**src/verilog/audio_channel_settings.svh**
```systemverilog
// ======================================================================
// Widths and depths of the audio playback channel.
// A bus word carries exactly two samples, so the data bus is twice
// AUDIO_SAMPLE_WIDTH. AUDIO_FIFO_DEPTH must be a power of two, >= 4.
// ======================================================================

`ifndef AUDIO_CHANNEL_SETTINGS_SVH
`define AUDIO_CHANNEL_SETTINGS_SVH

// Byte address of the bus master.
`define AUDIO_ADDR_WIDTH 32

// Sample count of one DMA command.
`define AUDIO_COUNT_WIDTH 24

// One channel of one sample.
`define AUDIO_SAMPLE_WIDTH 16

// Commands that can wait in the queue.
`define AUDIO_CMDQ_DEPTH 2

// Left/right pairs held between fetcher and output.
`define AUDIO_FIFO_DEPTH 4

`endif

```
**src/verilog/audio_channel_pkg.sv**
```systemverilog
// ======================================================================
// Enumerated types shared by the audio playback channel.
// Every enum is a packed logic type so it can cross module ports
// without casts. Widths here are fixed by the encodings below.
// ======================================================================

package audio_channel_pkg;

	// Layout of the 32-bit words fetched for a command.
	// Mono packs two samples per word, low half first.
	// Stereo packs one pair, left in the upper half.
	typedef enum logic {
		FORMAT_MONO   = 1'b0,
		FORMAT_STEREO = 1'b1
	} sample_format_e;

	// How a new command relates to the ones already queued.
	typedef enum logic {
		MODE_APPEND  = 1'b0,
		MODE_REPLACE = 1'b1
	} setup_mode_e;

	// Fetcher FSM.
	// Idle waits for a command or for FIFO room.
	// Request holds the bus request until ready.
	// Settle gives the FIFO one cycle to report its new level.
	typedef enum logic [1:0] {
		FETCH_IDLE    = 2'd0,
		FETCH_REQUEST = 2'd1,
		FETCH_SETTLE  = 2'd2
	} fetch_state_e;

endpackage

```
**src/verilog/audio_channel.sv**
```systemverilog
// ======================================================================
// One audio playback channel.
// Setup pulses queue DMA commands; the fetcher reads words over a
// simple request/ready bus and the output plays a pair per toggle
// of i_sample_clock. Addresses must be word-aligned.
// ======================================================================

`timescale 1ns/1ps

`include "audio_channel_settings.svh"

module audio_channel (
	input  logic                                i_clock,
	input  logic                                i_arst_n,
	input  logic                                i_setup_request,
	input  audio_channel_pkg::setup_mode_e      i_setup_mode,
	input  audio_channel_pkg::sample_format_e   i_setup_format,
	input  logic [`AUDIO_ADDR_WIDTH-1:0]        i_setup_address,
	input  logic [`AUDIO_COUNT_WIDTH-1:0]       i_setup_count,
	output logic                                o_dma_request,
	output logic [`AUDIO_ADDR_WIDTH-1:0]        o_dma_address,
	input  logic                                i_dma_ready,
	input  logic [2*`AUDIO_SAMPLE_WIDTH-1:0]    i_dma_rdata,
	output logic                                o_busy,
	input  logic                                i_sample_clock,
	output logic [`AUDIO_SAMPLE_WIDTH-1:0]      o_sample_left,
	output logic [`AUDIO_SAMPLE_WIDTH-1:0]      o_sample_right
);
	import audio_channel_pkg::*;

	// Queue head.
	logic                           head_have;
	sample_format_e                 head_format;
	logic [`AUDIO_ADDR_WIDTH-1:0]   head_address;
	logic [`AUDIO_COUNT_WIDTH-1:0]  head_count;
	logic                           load_ready;
	logic                           abort;
	logic                           cmd_pending;

	// Fetcher to FIFO.
	logic                             write_one;
	logic                             write_two;
	logic [2*`AUDIO_SAMPLE_WIDTH-1:0] pair_first;
	logic [2*`AUDIO_SAMPLE_WIDTH-1:0] pair_second;
	logic                             fifo_room;
	logic                             fetch_active;

	// FIFO to output.
	logic                           fifo_not_empty;
	logic [`AUDIO_SAMPLE_WIDTH-1:0] head_left;
	logic [`AUDIO_SAMPLE_WIDTH-1:0] head_right;
	logic                           pop;

	audio_cmd_queue u_cmd_queue (
		.i_clock         (i_clock),
		.i_arst_n        (i_arst_n),
		.i_setup_request (i_setup_request),
		.i_setup_mode    (i_setup_mode),
		.i_setup_format  (i_setup_format),
		.i_setup_address (i_setup_address),
		.i_setup_count   (i_setup_count),
		.i_load_ready    (load_ready),
		.o_have          (head_have),
		.o_format        (head_format),
		.o_address       (head_address),
		.o_count         (head_count),
		.o_abort         (abort),
		.o_pending       (cmd_pending)
	);

	audio_sample_fetcher u_fetcher (
		.i_clock       (i_clock),
		.i_arst_n      (i_arst_n),
		.i_have        (head_have),
		.i_format      (head_format),
		.i_address     (head_address),
		.i_count       (head_count),
		.i_abort       (abort),
		.o_load_ready  (load_ready),
		.i_fifo_room   (fifo_room),
		.o_dma_request (o_dma_request),
		.o_dma_address (o_dma_address),
		.i_dma_ready   (i_dma_ready),
		.i_dma_rdata   (i_dma_rdata),
		.o_write_one   (write_one),
		.o_write_two   (write_two),
		.o_pair_first  (pair_first),
		.o_pair_second (pair_second),
		.o_active      (fetch_active)
	);

	audio_sample_fifo u_sample_fifo (
		.i_clock       (i_clock),
		.i_arst_n      (i_arst_n),
		.i_write_one   (write_one),
		.i_write_two   (write_two),
		.i_pair_first  (pair_first),
		.i_pair_second (pair_second),
		.o_room        (fifo_room),
		.i_pop         (pop),
		.o_not_empty   (fifo_not_empty),
		.o_head_left   (head_left),
		.o_head_right  (head_right)
	);

	audio_sample_output u_sample_output (
		.i_clock        (i_clock),
		.i_arst_n       (i_arst_n),
		.i_sample_clock (i_sample_clock),
		.i_not_empty    (fifo_not_empty),
		.i_head_left    (head_left),
		.i_head_right   (head_right),
		.o_pop          (pop),
		.o_sample_left  (o_sample_left),
		.o_sample_right (o_sample_right)
	);

	// Busy until the last word of the last command has been fetched.
	assign o_busy = cmd_pending || fetch_active;

endmodule

```
**src/verilog/audio_cmd_queue.sv**
```systemverilog
// ======================================================================
// In-order queue of DMA commands.
// Zero counts are ignored and appends to a full queue are dropped.
// A replace flushes the queue, stores itself and aborts the fetcher
// in the same cycle. A new entry reaches the head one cycle later.
// ======================================================================

`timescale 1ns/1ps

`include "audio_channel_settings.svh"

module audio_cmd_queue (
	input  logic                                i_clock,
	input  logic                                i_arst_n,
	input  logic                                i_setup_request,
	input  audio_channel_pkg::setup_mode_e      i_setup_mode,
	input  audio_channel_pkg::sample_format_e   i_setup_format,
	input  logic [`AUDIO_ADDR_WIDTH-1:0]        i_setup_address,
	input  logic [`AUDIO_COUNT_WIDTH-1:0]       i_setup_count,
	input  logic                                i_load_ready,
	output logic                                o_have,
	output audio_channel_pkg::sample_format_e   o_format,
	output logic [`AUDIO_ADDR_WIDTH-1:0]        o_address,
	output logic [`AUDIO_COUNT_WIDTH-1:0]       o_count,
	output logic                                o_abort,
	output logic                                o_pending
);
	import audio_channel_pkg::*;

	localparam int DEPTH  = `AUDIO_CMDQ_DEPTH;
	localparam int PTR_W  = (DEPTH > 1) ? $clog2(DEPTH) : 1;
	localparam int USED_W = $clog2(DEPTH + 1);

	sample_format_e                 cmd_format  [DEPTH];
	logic [`AUDIO_ADDR_WIDTH-1:0]   cmd_address [DEPTH];
	logic [`AUDIO_COUNT_WIDTH-1:0]  cmd_count   [DEPTH];

	logic [PTR_W-1:0]  rd_ptr;
	logic [PTR_W-1:0]  wr_ptr;
	logic [USED_W-1:0] used;

	logic take;
	logic do_replace;
	logic do_append;
	logic do_pop;

	function automatic logic [PTR_W-1:0] next_ptr(input logic [PTR_W-1:0] ptr);
		next_ptr = (ptr == PTR_W'(DEPTH - 1)) ? '0 : ptr + PTR_W'(1);
	endfunction

	assign take       = i_setup_request && (i_setup_count != '0);
	assign do_replace = take && (i_setup_mode == MODE_REPLACE);
	assign do_append  = take && (i_setup_mode == MODE_APPEND) && (used != USED_W'(DEPTH));
	assign do_pop     = o_have && i_load_ready;

	// Replace restarts the queue at slot zero, so a pop in the same cycle is moot.
	always_ff @(posedge i_clock or negedge i_arst_n) begin
		if (!i_arst_n) begin
			rd_ptr <= '0;
			wr_ptr <= '0;
			used   <= '0;
		end else if (do_replace) begin
			rd_ptr <= '0;
			wr_ptr <= next_ptr('0);
			used   <= USED_W'(1);
		end else begin
			if (do_append)
				wr_ptr <= next_ptr(wr_ptr);
			if (do_pop)
				rd_ptr <= next_ptr(rd_ptr);
			used <= used + USED_W'(do_append) - USED_W'(do_pop);
		end
	end

	// Command storage.
	always_ff @(posedge i_clock) begin
		if (do_replace || do_append) begin
			cmd_format[do_replace ? '0 : wr_ptr]  <= i_setup_format;
			cmd_address[do_replace ? '0 : wr_ptr] <= i_setup_address;
			cmd_count[do_replace ? '0 : wr_ptr]   <= i_setup_count;
		end
	end

	assign o_pending = (used != '0);
	assign o_have    = o_pending;
	assign o_format  = cmd_format[rd_ptr];
	assign o_address = cmd_address[rd_ptr];
	assign o_count   = cmd_count[rd_ptr];
	assign o_abort   = do_replace;

	// The fetcher treats a loaded zero count as finished at once.
	a_head_nonzero: assert property (@(posedge i_clock) disable iff (!i_arst_n)
		o_have |-> (o_count != '0))
		else $error("Queue head has a zero count");

endmodule

```
**src/verilog/audio_sample_fetcher.sv**
```systemverilog
// ======================================================================
// DMA bus master that reads 32-bit words and unpacks sample pairs.
// Request and address hold until i_dma_ready; rdata is taken in that
// cycle. A request is only raised while the FIFO has room for two.
// A beat accepted in the same cycle as an abort is still written.
// ======================================================================

`timescale 1ns/1ps

`include "audio_channel_settings.svh"

module audio_sample_fetcher (
	input  logic                                i_clock,
	input  logic                                i_arst_n,
	input  logic                                i_have,
	input  audio_channel_pkg::sample_format_e   i_format,
	input  logic [`AUDIO_ADDR_WIDTH-1:0]        i_address,
	input  logic [`AUDIO_COUNT_WIDTH-1:0]       i_count,
	input  logic                                i_abort,
	output logic                                o_load_ready,
	input  logic                                i_fifo_room,
	output logic                                o_dma_request,
	output logic [`AUDIO_ADDR_WIDTH-1:0]        o_dma_address,
	input  logic                                i_dma_ready,
	input  logic [2*`AUDIO_SAMPLE_WIDTH-1:0]    i_dma_rdata,
	output logic                                o_write_one,
	output logic                                o_write_two,
	output logic [2*`AUDIO_SAMPLE_WIDTH-1:0]    o_pair_first,
	output logic [2*`AUDIO_SAMPLE_WIDTH-1:0]    o_pair_second,
	output logic                                o_active
);
	import audio_channel_pkg::*;

	localparam int SW = `AUDIO_SAMPLE_WIDTH;
	localparam int CW = `AUDIO_COUNT_WIDTH;

	fetch_state_e           state;
	sample_format_e         format;
	logic [CW-1:0]          count;
	logic [CW-1:0]          count_after_beat;
	logic [`AUDIO_ADDR_WIDTH-1:0] address;
	logic [SW-1:0]          word_low;
	logic [SW-1:0]          word_high;
	logic                   beat;
	logic                   load;

	assign o_load_ready  = (state == FETCH_IDLE) && (count == '0);
	assign load          = i_have && o_load_ready && !i_abort;
	assign o_dma_request = (state == FETCH_REQUEST);
	assign o_dma_address = address;
	assign beat          = o_dma_request && i_dma_ready;
	assign o_active      = (count != '0);

	assign word_low  = i_dma_rdata[SW-1:0];
	assign word_high = i_dma_rdata[2*SW-1:SW];

	// Unpack the beat straight into the FIFO write ports.
	always_comb begin
		o_write_one      = 1'b0;
		o_write_two      = 1'b0;
		o_pair_first     = {word_low, word_low};
		o_pair_second    = {word_high, word_high};
		count_after_beat = count - CW'(1);
		if (format == FORMAT_STEREO) begin
			o_pair_first = i_dma_rdata;
			o_write_one  = beat;
		end else if (count > CW'(1)) begin
			o_write_two      = beat;
			count_after_beat = count - CW'(2);
		end else begin
			// Odd tail plays only the low half.
			o_write_one = beat;
		end
	end

	always_ff @(posedge i_clock or negedge i_arst_n) begin
		if (!i_arst_n) begin
			state <= FETCH_IDLE;
			count <= '0;
		end else if (i_abort) begin
			state <= FETCH_IDLE;
			count <= '0;
		end else begin
			case (state)
				FETCH_IDLE: begin
					if (load) begin
						count <= i_count;
						state <= i_fifo_room ? FETCH_REQUEST : FETCH_IDLE;
					end else if ((count != '0) && i_fifo_room) begin
						state <= FETCH_REQUEST;
					end
				end
				FETCH_REQUEST: begin
					if (i_dma_ready) begin
						count <= count_after_beat;
						state <= FETCH_SETTLE;
					end
				end
				FETCH_SETTLE: begin
					// Room now reflects the write of the last beat.
					state <= ((count != '0) && i_fifo_room) ? FETCH_REQUEST : FETCH_IDLE;
				end
				default: state <= FETCH_IDLE;
			endcase
		end
	end

	always_ff @(posedge i_clock) begin
		if (load) begin
			format  <= i_format;
			address <= i_address;
		end else if (beat) begin
			address <= address + `AUDIO_ADDR_WIDTH'(4);
		end
	end

	a_request_stable: assert property (@(posedge i_clock) disable iff (!i_arst_n)
		(o_dma_request && !i_dma_ready && !i_abort)
			|=> (o_dma_request && $stable(o_dma_address)))
		else $error("DMA request dropped or address changed before ready");

endmodule

```
**src/verilog/audio_sample_fifo.sv**
```systemverilog
// ======================================================================
// Circular buffer of left/right pairs, left in the upper half.
// Takes one or two pairs and gives one pair per cycle, both at once.
// o_room means at least two free slots.
// AUDIO_FIFO_DEPTH must be a power of two so the pointers wrap freely.
// ======================================================================

`timescale 1ns/1ps

`include "audio_channel_settings.svh"

module audio_sample_fifo (
	input  logic                             i_clock,
	input  logic                             i_arst_n,
	input  logic                             i_write_one,
	input  logic                             i_write_two,
	input  logic [2*`AUDIO_SAMPLE_WIDTH-1:0] i_pair_first,
	input  logic [2*`AUDIO_SAMPLE_WIDTH-1:0] i_pair_second,
	output logic                             o_room,
	input  logic                             i_pop,
	output logic                             o_not_empty,
	output logic [`AUDIO_SAMPLE_WIDTH-1:0]   o_head_left,
	output logic [`AUDIO_SAMPLE_WIDTH-1:0]   o_head_right
);
	localparam int DEPTH  = `AUDIO_FIFO_DEPTH;
	localparam int SW     = `AUDIO_SAMPLE_WIDTH;
	localparam int PTR_W  = $clog2(DEPTH);
	localparam int USED_W = PTR_W + 1;

	logic [2*SW-1:0]   mem [DEPTH];
	logic [PTR_W-1:0]  wr_ptr;
	logic [PTR_W-1:0]  rd_ptr;
	logic [USED_W-1:0] used;
	logic [1:0]        write_count;

	assign write_count = i_write_two ? 2'd2 : {1'b0, i_write_one};

	always_ff @(posedge i_clock or negedge i_arst_n) begin
		if (!i_arst_n) begin
			wr_ptr <= '0;
			rd_ptr <= '0;
			used   <= '0;
		end else begin
			wr_ptr <= wr_ptr + PTR_W'(write_count);
			rd_ptr <= rd_ptr + PTR_W'(i_pop);
			used   <= used + USED_W'(write_count) - USED_W'(i_pop);
		end
	end

	always_ff @(posedge i_clock) begin
		if (i_write_one || i_write_two)
			mem[wr_ptr] <= i_pair_first;
		if (i_write_two)
			mem[wr_ptr + PTR_W'(1)] <= i_pair_second;
	end

	assign o_room       = (used <= USED_W'(DEPTH - 2));
	assign o_not_empty  = (used != '0);
	assign o_head_left  = mem[rd_ptr][2*SW-1:SW];
	assign o_head_right = mem[rd_ptr][SW-1:0];

	// The fetcher checked room before its request went out.
	a_write_room: assert property (@(posedge i_clock) disable iff (!i_arst_n)
		(i_write_one || i_write_two) |-> o_room)
		else $error("Sample FIFO written without room");

	a_pop_not_empty: assert property (@(posedge i_clock) disable iff (!i_arst_n)
		i_pop |-> o_not_empty)
		else $error("Sample FIFO popped while empty");

endmodule

```
**src/verilog/audio_sample_output.sv**
```systemverilog
// ======================================================================
// Plays one sample pair per edge of the external sample clock.
// Both edges count. The outputs change 3 cycles after a toggle.
// An empty FIFO at an edge gives zeros. Hold the sample clock low
// through reset, or the first cycles see a false edge.
// ======================================================================

`timescale 1ns/1ps

`include "audio_channel_settings.svh"

module audio_sample_output (
	input  logic                           i_clock,
	input  logic                           i_arst_n,
	input  logic                           i_sample_clock,
	input  logic                           i_not_empty,
	input  logic [`AUDIO_SAMPLE_WIDTH-1:0] i_head_left,
	input  logic [`AUDIO_SAMPLE_WIDTH-1:0] i_head_right,
	output logic                           o_pop,
	output logic [`AUDIO_SAMPLE_WIDTH-1:0] o_sample_left,
	output logic [`AUDIO_SAMPLE_WIDTH-1:0] o_sample_right
);
	logic [1:0] sample_sync;
	logic       sample_last;
	logic       sample_edge;

	// Synchronized level against its previous value.
	assign sample_edge = sample_sync[1] ^ sample_last;
	assign o_pop       = sample_edge && i_not_empty;

	always_ff @(posedge i_clock or negedge i_arst_n) begin
		if (!i_arst_n) begin
			sample_sync    <= '0;
			sample_last    <= 1'b0;
			o_sample_left  <= '0;
			o_sample_right <= '0;
		end else begin
			sample_sync <= {sample_sync[0], i_sample_clock};
			sample_last <= sample_sync[1];
			if (sample_edge) begin
				// Underrun plays silence.
				o_sample_left  <= i_not_empty ? i_head_left : '0;
				o_sample_right <= i_not_empty ? i_head_right : '0;
			end
		end
	end

endmodule
```
**config.mk**
```make
export PLATFORM = sky130hd
export DESIGN_NAME = audio_channel
export DESIGN_NICKNAME = d
export VERILOG_FILES = /design/src/verilog/audio_channel_pkg.sv /design/src/verilog/audio_channel.sv /design/src/verilog/audio_cmd_queue.sv /design/src/verilog/audio_sample_fetcher.sv /design/src/verilog/audio_sample_fifo.sv /design/src/verilog/audio_sample_output.sv
export VERILOG_INCLUDE_DIRS = /design/src /design/src/verilog
export SDC_FILE = /design/constraint.sdc
export NUM_CORES = 1
export LEC_CHECK = 0
export BUFFER_PORTS_ARGS = -buffer_cell sky130_fd_sc_hd__buf_4
export CORE_MARGIN = 8
export CORE_UTILIZATION = 45
export CTS_CLUSTER_DIAMETER = 60
export DETAILED_ROUTE_END_ITERATION = 7
export SLEW_MARGIN = 10
export SYNTH_ARGS = -nofsm -noshare
export SYNTH_HDL_FRONTEND = slang
export SYNTH_SLANG_ARGS = --single-unit
```
**constraint.sdc**
```tcl
create_clock -name i_clock -period 11.88 [get_ports i_clock]
set_input_delay 2.376 -clock i_clock [delete_from_list [all_inputs] [get_ports i_clock]]
set_output_delay 2.376 -clock i_clock [all_outputs]
set_load 0.03 [all_outputs]
```
==> key figures, run 1 <==
Timing
  – Final WS setup: about 6.7 ns
  – Final hold violation count: 0
  – Clock skew: about 0.015 ns
  – Worst slew margin: 0.288
  – Maximum clock frequency: a little under 200 MHz
  – Final period util: 0.437
  – Fin Hold WS: ~0.35 ns
  – Setup TNS: 0 ns
  – Max-slew violation count: 0
  – RSZ-0062 raised after global routing: no
  – Minimum clock period: ~5.2 ns
  – Slew at the pin closest to its max-slew limit: between 1 and 1.5 ns
  – Final number of setup-violating endpoints: 0

Critical path
  – Most used cell, CP: or4_4
  – Delay-heaviest family, CP: simple AND/OR/NAND/NOR gates
  – FF-to-FF setup slack: about 8 ns
  – CP max FO: 13
  – Crit Reg-Reg Startpoint: u_fetcher.count[20]$_DFFE_PN0P_
  – CP startpoint kind: flop
  – Crit-path cells: or4_4 -> or4_4 -> nor3_1 -> nand2_1 -> buf_4
  – Critical path's largest stage delay: about 0.63 ns
  – Buf/Inv on CP: 1
  – Req. time, crit path: 9.50 ns
  – Crit. End Element: output pin
  – FF-to-FF path depth: 8
  – Category of the most critical setup path: flop to output pin
  – Slowest CP cell: or4_4
  – WP data arrival: between 2 and 3 ns
  – Reg2reg end: u_sample_fifo.mem[0][26]$_DFFE_PP_

Yosys
  – Post-synth net total: about 1,200
  – Seq/Total Area, Yosys: 0.632
  – Post-synthesis mux area share: 0.176
  – Leading area contributor after synthesis: edfxtp_1
  – Largest family of logic cells by synthesized area: multiplexers
  – Compound-Gate Fraction of Synth Area: 0.0665
  – Count leader, synth: edfxtp_1
  – Most frequent cells after synthesis: 275 x edfxtp_1, 136 x mux2_2, 72 x dfrtp_1, 63 x nor2_1, 54 x mux2i_1
  – Post-synth EDFFs: 275
  – Synth warnings: 0
  – Synth area leaders: edfxtp_1 52%, dfrtp_1 11%, mux2_2 9.6%
  – Top FF cell, synth: edfxtp_1
  – Syn Inst Count: approximately 1,100
  – Ys async rst share: 0.207
  – Synth cell types: 61
  – Area of the mapped netlist: roughly 0.016 mm2
  – Number of synthesized register bits: roughly 350
  – XOR/XNOR Fraction of Synth Area: 0.0215
  – Yosys top cell area share: 0.519
  – Mean Syn Cell Area: 14.8 um2
  – Post-Synth Adder-Cell Area: 0.0115
  – Synth Area in Simple Gates: 0.0724

Detailed routing
  – Via Count: around 10,000
  – DRT antenna net count: 0
  – DR DRC count: 0
  – TritonRoute pass-1 iters: 5
  – Number of DRC markers in iteration 0: 618
  – WL/cell: approximately 23 um
  – Final WL: roughly 40 mm
  – Vias per cell: approximately 5.7

GRT
  – First-pass GRT wire length: 60.9 mm
  – Total gr overflow: 0
  – Overall Global Routing Usage: 0.188
  – Vias in the first global route: slightly above 10,000
  – Largest net degree at the start of global routing: 60
  – Initial antenna violation count: 2

Placed design
  – RePlAce Congestion: around 0.86
  – Post-DP HPWL: approximately 25 mm
  – Area post-placement: approximately 0.018 mm2
  – Setup WS pre-CTS: approximately 7.2 ns
  – IO Port Bufs: between 150 and 200
  – Placed cell count: around 1,700

Floorplan
  – Die ar.: about 0.042 mm2
  – Die height: between 200 and 250 um
  – Site Rows: 69
  – Die W: between 200 and 250 um
  – Ports: 161
  – Core area: between 0.03 and 0.04 mm2
  – Initial Utilization: 0.452

Layout
  – Register area: slightly above 0.01 mm2
  – Layout area overhead: 19.4%
  – N_diodes: 0
  – Final core occ: 0.539
  – Post-route cell area: 0.0190 mm2
  – Fillcell total: between 2,000 and 3,000
  – Final #Nets: 1,355
  – Final cell count without fillers: approximately 1,700
  – Share of layout cells above drive strength 1: 0.339
  – Footprint of the multi-input gates: 0.00563 mm2

Power
  – Pwr/cell area: approximately 230 mW/mm2
  – Total Power: 4.30 mW
  – Maximum vdd drop: between 0.1 and 0.15 mV
  – Leakage power: approximately 6.9 nW

Flow run
  – Max Cap Violations: 0

Hold path
  – Worst min-delay path category: flop to flop
  – WHS Endpoint: u_sample_output.sample_sync[1]$_DFF_PN0_
  – Worst hold stages: 0
  – Hold_sp: u_sample_output.sample_sync[0]$_DFF_PN0_

CTS
  – Post-CTS setup buffer count: 0
  – CTS tree: done
  – Cts repair resizes: 0
  – H-Tree Level Count: 2
  – CTS clk-pin slew, worst paths: about 0.06 ns
  – Max Root-Sink Buffers: 3
  – Num CTS Buffers: 40
  – Worst-Skew Late Latency: between 0.5 and 0.6 ns
  – Clock Tree Root: clkbuf_16
  – CTS Sinks: 347
  – CTS Hold Buffers Added: 0

Run status
  – Status: finished, final reports clean
==> cell type report <==
| type | count | share of cell area |
|---|---|---|
| repair buffers | 186 | 0.0735 |
| flip-flops and latches | 347 | 0.530 |
| clock buffers | 58 | 0.0595 |
| inverters | 22 | 0.00435 |
| well taps | 461 | 0.0304 |
| clock inverters | 15 | 0.00632 |
| multi-input cells | 649 | 0.296 |
==> cells in the final DEF, fill, tap and decap left out, drive strengths merged, types with 3 or more instances in the layout <==
master	Yosys	final
buf	22	186
nor2	66	66
ha	13	13
nand2b	3	3
o22ai	3	3
mux4	32	32
nor4	23	23
nor2b	3	3
a21oi	51	51
clkinv	0	12
clkbuf	36	58
xor2	23	23
mux2	136	136
nand3	22	22
o21ai	21	21
nor3	18	18
mux2i	54	54
a311oi	3	3
nand2	36	36
inv	22	24
nand4	8	8
o311ai	4	4
and3	8	8
dfrtp	72	72
or4	10	10
and4	6	6
a211oi	4	4
o211ai	7	7
a22o	32	32
edfxtp	275	275
and2	6	6
xnor2	16	16
or3	9	9
a2111oi	4	4
a31oi	4	4
==> registers in the layout (all words and copies together) (netlist names), 3 cells and up <==
| name | cells |
|---|---|
| u_fetcher.o_dma_address | 32 |
| u_cmd_queue.cmd_address | 64 |
| u_cmd_queue.cmd_count | 48 |
| u_sample_fifo.mem | 128 |
| u_sample_fifo.used | 3 |
| u_sample_output.o_sample_left | 16 |
| u_fetcher.count | 24 |
| u_sample_output.o_sample_right | 16 |
==> cells by family (layout without fill, tap and decap cells) <==
kind of cell,Yosys count,in the layout
xor gates and xnor gates,39,39
DFF,347,347
adders and majority gates,14,14
AOI/OAI and AO/OA,152,152
muxes,222,222
buffers and inverters,80,281
and+or+nand+nor,222,222
==> per-layer routing <==
metal  track usage  vias to the layer above  share of wire  wire length, um
met2         0.292                      294           0.46            18200
met1         0.267                     5052           0.46            18000
met3        0.0406                       51          0.064             2500
li1              -                     4560              -                -
met5             0                        -        0.00069               27
met4        0.0417                        4          0.016              612
==> where the power goes <==
| part | switching [mW] | total [mW] | internal, mW |
|---|---|---|---|
| Clock | 0.477 | 1.16 | 0.687 |
| Sequential | 0.215 | 1.80 | 1.59 |
| Combinational | 0.777 | 1.34 | 0.558 |
| Total | 1.47 | 4.30 | 2.83 |
==> worst max path at each step <==
stage | start | cells past startpoint | slack [ns] | end
4_1_cts | u_fetcher.count[10]$_DFFE_PN0P_ | 5 | 6.70 | o_busy
3_5_place_dp | i_setup_count[12] | 8 | 7.16 | u_fetcher.o_dma_address[18]$_DFFE_PN_
3_3_place_gp | i_setup_count[12] | 7 | 7.25 | u_cmd_queue.cmd_address[1][21]$_DFFE_PP_
2_1_floorplan | i_setup_count[0] | 4 | 4.56 | u_cmd_queue.cmd_address[0][0]$_DFFE_PP_
5_1_grt | u_fetcher.count[10]$_DFFE_PN0P_ | 5 | 6.58 | o_busy
6_report | u_fetcher.count[10]$_DFFE_PN0P_ | 5 | 6.68 | o_busy
(Power assumes the default switching activity.)
==> run 2: changes to the inputs <==
--- a/config.mk
+++ b/config.mk
@@ -11,6 +11,7 @@
 export CORE_UTILIZATION = 45
 export CTS_CLUSTER_DIAMETER = 60
 export DETAILED_ROUTE_END_ITERATION = 7
+export PLACE_DENSITY = 0.66
 export SLEW_MARGIN = 10
 export SYNTH_ARGS = -nofsm -noshare
 export SYNTH_HDL_FRONTEND = slang
==> constraint.sdc (replaced) <==
create_clock -name i_clock -period 4.4 [get_ports i_clock]
set_input_delay 0.88 -clock i_clock [delete_from_list [all_inputs] [get_ports i_clock]]
set_output_delay 0.88 -clock i_clock [all_outputs]
set_load 0.03 [all_outputs]
==> key figures, run 2 (synthesized netlist as in run 1, its figures left out) <==
Floorplan
  – Core area: 0.0352 mm2 (unchanged)
  – Die W: 204 um (unchanged)
  – Die ar.: 0.0416 mm2 (unchanged)
  – Site Rows: 69 (unchanged)
  – Die height: 204 um (unchanged)
  – Initial Utilization: 0.452 (unchanged)
  – Ports: 161 (unchanged)

CTS
  – CTS clk-pin slew, worst paths: 0.06 ns (about the same)
  – Post-CTS setup buffer count: 0 (unchanged)
  – H-Tree Level Count: 2 (unchanged)
  – Clock Tree Root: clkbuf_16
  – CTS tree: done
  – Max Root-Sink Buffers: 3 (unchanged)
  – CTS Sinks: 347 (unchanged)
  – Num CTS Buffers: 41 (+2.5%)
  – Worst-Skew Late Latency: 0.53 ns (about the same)
  – Cts repair resizes: 0 (unchanged)
  – CTS Hold Buffers Added: 0 (unchanged)

GRT
  – Total gr overflow: 0 (unchanged)
  – Largest net degree at the start of global routing: 54 (-10%)
  – Vias in the first global route: 10,096 (-0.68%)
  – GR Util met3: 0.0357 (-0.00491)
  – Overall Global Routing Usage: 0.180 (-0.00790)
  – Initial antenna violation count: 0 (-2)
  – Routing usage on met1: 0.246 (-0.0214)
  – First-pass GRT wire length: 59.0 mm (-3.2%)
  – GR peak layer: met2
  – Met2 usage: 0.291 (-0.00179)

Critical path
  – Crit path from: u_fetcher.count[12]$_DFFE_PN0P_
  – FF-to-FF setup slack: 0.85 ns (-7.05 ns)
  – Crit. End Element: output pin
  – Crit Reg-Reg Startpoint: u_fetcher.count[12]$_DFFE_PN0P_
  – WP data arrival: 2.90 ns (+0.08 ns)
  – Reg2reg end: u_fetcher.o_dma_address[20]$_DFFE_PN_
  – Category of the most critical setup path: flop to output pin
  – FF-to-FF path depth: 6 (-2)
  – CP startpoint kind: flop
  – Req. time, crit path: 3.52 ns (-5.98 ns)
  – CP max FO: 13 (unchanged)

Layout
  – Register area: 0.0101 mm2 (about the same)
  – Final core occ: 0.542 (+0.00291)
  – N_diodes: 0 (unchanged)
  – Top Registers: u_sample_fifo.mem: 128 flops, u_cmd_queue.cmd_address: 64 flops, u_cmd_queue.cmd_count: 48 flops
  – Number of flip-flops in the largest register: 128 (unchanged)
  – Post-route cell area: 0.0191 mm2 (+0.54%)
  – Top reg by flops: u_sample_fifo.mem
  – Most frequent cells in the layout: 275 x edfxtp_1, 193 x buf_4, 136 x mux2_2
  – Commonest non-fill, non-tap cell in the layout: edfxtp_1
  – Share of layout cells above drive strength 1: 0.347 (+0.00774)
  – Fillcell total: 2,913 (-0.82%)
  – Layout area overhead: 20.1%
  – Footprint of the multi-input gates: 0.00561 mm2 (-0.36%)
  – Final #Nets: 1,363 (+0.59%)

Timing
  – Worst slew margin: 0.363 (+0.0748)
  – Final number of setup-violating endpoints: 0 (unchanged)
  – Clock skew: 0.0165 ns (+0.00157 ns)
  – Minimum clock period: 3.78 ns
  – Final period util: 0.859
  – RSZ-0062 raised after global routing: no
  – Setup TNS: 0 ns (unchanged)
  – Slew at the pin closest to its max-slew limit: 0.956 ns (-0.112 ns)
  – Maximum clock frequency: 265 MHz
  – Final hold violation count: 0 (unchanged)
  – Max-slew violation count: 0 (unchanged)

Detailed routing
  – Number of DRC markers in iteration 0: 620 (+0.32%)
  – Vias per cell: 5.68 (-0.89%)
  – DR DRC count: 0 (unchanged)
  – Via Count: 9,923 (-0.38%)
  – Final WL: 37.8 mm (-3.7%)
  – TritonRoute pass-1 iters: 5 (unchanged)
  – DRT antenna net count: 0 (unchanged)
  – WL/cell: 21.6 um (-4.2%)

Power
  – Pwr/cell area: 616 mW/mm2 (+170%)
  – Leakage power: 6.94 nW (+1.0%)
  – Maximum vdd drop: 0.363 mV (+190%)

Run status
  – Status: finished, final reports clean

Hold path
  – Hold_sp: u_sample_output.sample_sync[0]$_DFF_PN0_
  – Worst min-delay path category: flop to flop
  – Worst hold stages: 0 (unchanged)
  – WHS Endpoint: u_sample_output.sample_sync[1]$_DFF_PN0_

Placed design
  – Area post-placement: 0.0178 mm2 (+0.19%)
  – RePlAce Congestion: 0.903 (+5.0%)
  – Post-DP HPWL: 24.5 mm (about the same)
  – IO Port Bufs: 160 (unchanged)

Flow run
  – Max Cap Violations: 0 (unchanged)
==> run 2: cell types whose count changed in the layout (fill, tap and decap cells not counted), sizes merged <==
cell and delta:
buf +7, inv +2, bufinv +2, clkbuf +2, clkinv -5, clkinvlp +1
==> run 2: cell type report <==
type                       instances  share of cell area
clock buffer                      60              0.0601
inverter                          22             0.00432
sequential                       347               0.527
clock inverter                    15             0.00904
tap                              461              0.0302
multi-input combinational        649               0.294
timing repair buffer             193              0.0759
==> run 2: layer usage <==
layer	wire, um	vias to the layer above
met5	0	-
met4	836	0
met3	2090	58
met2	18000	256
met1	16900	5045
li1	-	4564
==> run 2: worst max path at each step <==
stage,to,slack (ns)
after global placement,u_fetcher.o_dma_address[19]$_DFFE_PN_,0.91
after detailed placement,u_fetcher.o_dma_address[20]$_DFFE_PN_,0.84
final,o_busy,0.62
after floorplan,u_cmd_queue.cmd_address[0][0]$_DFFE_PP_,0.12
after global routing,o_busy,0.58
after CTS,o_busy,0.64
==> run 2: power breakdown <==
| group | internal [mW] | switching [mW] |
|---|---|---|
| clock | 2.00 | 1.30 |
| combinational | 1.52 | 2.05 |
| sequential | 4.29 | 0.605 |
==> run 2: through the flow <==
stage                     std cells  hold slack (ns)  worst slack (ns)  power (mW)
after floorplan                1076            0.331             0.118        7.25
after global placement         1672            0.339             0.906        8.47
after detailed placement       1672            0.337             0.842        8.55
after CTS                      1747            0.349             0.641        11.9
after global routing           1747            0.352             0.580        12.4
final                          1747            0.348             0.622        11.8
==> run 2: critical path: stages, from the launching register on <==
cell and delay [ns]:
dfrtp_1 0.42, or4_4 0.57, or4_4 0.62, nor3_1 0.40
nand2_1 0.16, buf_4 0.20
==> run 3: changes to the inputs <==
--- a/config.mk
+++ b/config.mk
@@ -12,6 +12,7 @@
 export CTS_CLUSTER_DIAMETER = 60
 export DETAILED_ROUTE_END_ITERATION = 7
 export PLACE_DENSITY = 0.66
+export SETUP_SLACK_MARGIN = 0.5
 export SLEW_MARGIN = 10
 export SYNTH_ARGS = -nofsm -noshare
 export SYNTH_HDL_FRONTEND = slang
==> constraint.sdc (replaced) <==
create_clock -name i_clock -period 4.4 [get_ports i_clock]
set_input_delay 0.22 -clock i_clock [delete_from_list [all_inputs] [get_ports i_clock]]
set_output_delay 0.22 -clock i_clock [all_outputs]
set_load 0.03 [all_outputs]
==> key figures, run 3 (synthesized netlist as in run 1, its figures left out) <==
Placed design
  – Post-DP HPWL: 24.6 mm (+0.48%)
  – RePlAce Congestion: 0.901 (-0.14%)
  – IO Port Bufs: 160 (unchanged)
  – Area post-placement: 0.0177 mm2 (-0.21%)

CTS
  – Max Root-Sink Buffers: 3 (unchanged)
  – Clock Tree Root: clkbuf_16
  – CTS Hold Buffers Added: 59 (+59)
  – Num CTS Buffers: 39 (-4.9%)
  – Worst-Skew Late Latency: 0.53 ns (about the same)
  – CTS Sinks: 347 (unchanged)
  – Post-CTS setup buffer count: 0 (unchanged)
  – Cts repair resizes: 0 (unchanged)
  – CTS tree: done
  – CTS clk-pin slew, worst paths: 0.06 ns (about the same)
  – H-Tree Level Count: 2 (unchanged)

Run status
  – Status: finished, final reports clean

Timing
  – Final period util: 0.830 (-0.0290)
  – Worst slew margin: 0.312 (-0.0506)
  – Final hold violation count: 0 (unchanged)
  – Minimum clock period: 3.65 ns (-0.128 ns)
  – Final number of setup-violating endpoints: 0 (unchanged)
  – Slew at the pin closest to its max-slew limit: 1.03 ns (+0.0758 ns)
  – Max-slew violation count: 0 (unchanged)
  – RSZ-0062 raised after global routing: no
  – Setup TNS: 0 ns (unchanged)
  – Clock skew: 0.0109 ns (-0.00555 ns)
  – Maximum clock frequency: 274 MHz (+3.5%)

Critical path
  – Req. time, crit path: 4.68 ns (+1.16 ns)
  – Delay-heaviest family, CP: simple AND/OR/NAND/NOR gates
  – Slowest CP cell: nor4_2
  – WP data arrival: 3.93 ns (+1.03 ns)
  – Crit. End Element: flop
  – Buf/Inv on CP: 1 (unchanged)
  – Critical path's largest stage delay: 0.71 ns (+0.09 ns)
  – Crit-path cells: or4_1 -> nor4_2 -> a21oi_1 -> and4_1 -> nor2_2 -> buf_4 -> mux2_2
  – Category of the most critical setup path: flop to flop
  – CP max FO: 16 (+3)
  – CP startpoint kind: flop

Layout
  – Most frequent cells in the layout: 275 x edfxtp_1, 188 x buf_4, 136 x mux2_2
  – Top Registers: u_sample_fifo.mem: 128 flops, u_cmd_queue.cmd_address: 64 flops, u_cmd_queue.cmd_count: 48 flops
  – Post-route cell area: 0.0196 mm2 (+2.5%)
  – Number of flip-flops in the largest register: 128 (unchanged)
  – Layout area overhead: 23.1%
  – Top reg by flops: u_sample_fifo.mem
  – Final core occ: 0.556 (+0.0135)
  – Commonest non-fill, non-tap cell in the layout: edfxtp_1
  – Share of layout cells above drive strength 1: 0.327 (-0.0197)
  – Final #Nets: 1,415 (+3.8%)

Floorplan
  – Core area: 0.0352 mm2 (unchanged)
  – Initial Utilization: 0.452 (unchanged)
  – Site Rows: 69 (unchanged)
  – Die ar.: 0.0416 mm2 (unchanged)
  – Ports: 161 (unchanged)
  – Die height: 204 um (unchanged)
  – Die W: 204 um (unchanged)

Detailed routing
  – DRT antenna net count: 0 (unchanged)
  – WL/cell: 21.7 um (+0.41%)
  – Vias per cell: 5.63 (-0.81%)
  – TritonRoute pass-1 iters: 7 (+2)
  – DR DRC count: 0 (unchanged)
  – Final WL: 39.1 mm (+3.3%)
  – Number of DRC markers in iteration 0: 710 (+15%)
  – Via Count: 10,130 (+2.1%)

GRT
  – First-pass GRT wire length: 61.1 mm (+3.6%)
  – Largest net degree at the start of global routing: 59 (+9.3%)
  – Vias in the first global route: 10,543 (+4.4%)
  – Initial antenna violation count: 1 (+1)
  – Overall Global Routing Usage: 0.186 (+0.00676)
  – Total gr overflow: 0 (unchanged)

Hold path
  – Worst min-delay path category: primary input to flop

Flow run
  – Max Cap Violations: 0 (unchanged)

Power
  – Pwr/cell area: 597 mW/mm2 (-3.2%)
  – Maximum vdd drop: 0.264 mV (-27%)
  – Leakage power: 7.13 nW (+2.7%)
run 3: cell count changes in the layout (fill, tap and decap cells not counted), sizes merged:
cell         previous run  this run
dlygate4sd3             0        59
clkbuf                 60        52
buf                   193       188
clkinv                  7        12
clkinvlp                1         0
diode                   0         1
run 3: per-layer routing:
layer | track usage | up-vias | wire length [um]
met5 | 0 | - | 0
met4 | 0.0594 | 0 | 958
met3 | 0.0355 | 74 | 2200
met2 | 0.308 | 290 | 18800
met1 | 0.246 | 5097 | 17100
li1 | - | 4669 | -
run 3: power breakdown:
group / internal (mW) / switching (mW)
Combinational: 1.54 / 2.03
Sequential: 4.29 / 0.649
Clock: 1.87 / 1.30
Total: 7.70 / 3.98
run 3: area by class of cell:
class,instances,area (um2)
Fill cell,2857,15600
Clock inverter,19,186
Clock buffer,52,1050
Antenna cell,1,2.50
Sequential cell,347,10100
Multi-Input combinational cell,649,5610
Timing Repair Buffer,247,2000
Tap cell,461,577
Inverter,22,82.6
run 3: worst paths after layout:
check	to	depth (start not counted)	slack, ns	start
max	u_sample_fifo.mem[2][19]$_DFFE_PP_	7	0.75	u_fetcher.count[14]$_DFFE_PN0P_
min	u_sample_fifo.mem[0][29]$_DFFE_PP_	2	0.05	i_dma_rdata[29]
max reg2reg	u_sample_fifo.mem[2][19]$_DFFE_PP_	7	0.75	u_fetcher.count[14]$_DFFE_PN0P_
min reg2reg	u_sample_output.sample_sync[1]$_DFF_PN0_	0	0.37	u_sample_output.sample_sync[0]$_DFF_PN0_
max in group asynchronous	u_cmd_queue.rd_ptr$_DFFE_PN0P_	3	3.24	i_arst_n
min in group asynchronous	u_sample_output.o_sample_right[14]$_DFFE_PN0P_	2	0.33	i_arst_n
run 3: through the flow:
step,worst slack [ns],hold slack (ns),power [mW],instances
global route,0.591,0.0358,12.3,1798
floorplan,0.739,-0.0756,7.25,1076
detailed placement,0.809,0.338,8.55,1667
finish,0.750,0.0516,11.7,1798
global placement,0.874,0.333,8.47,1667
CTS,0.787,0.0235,11.8,1797
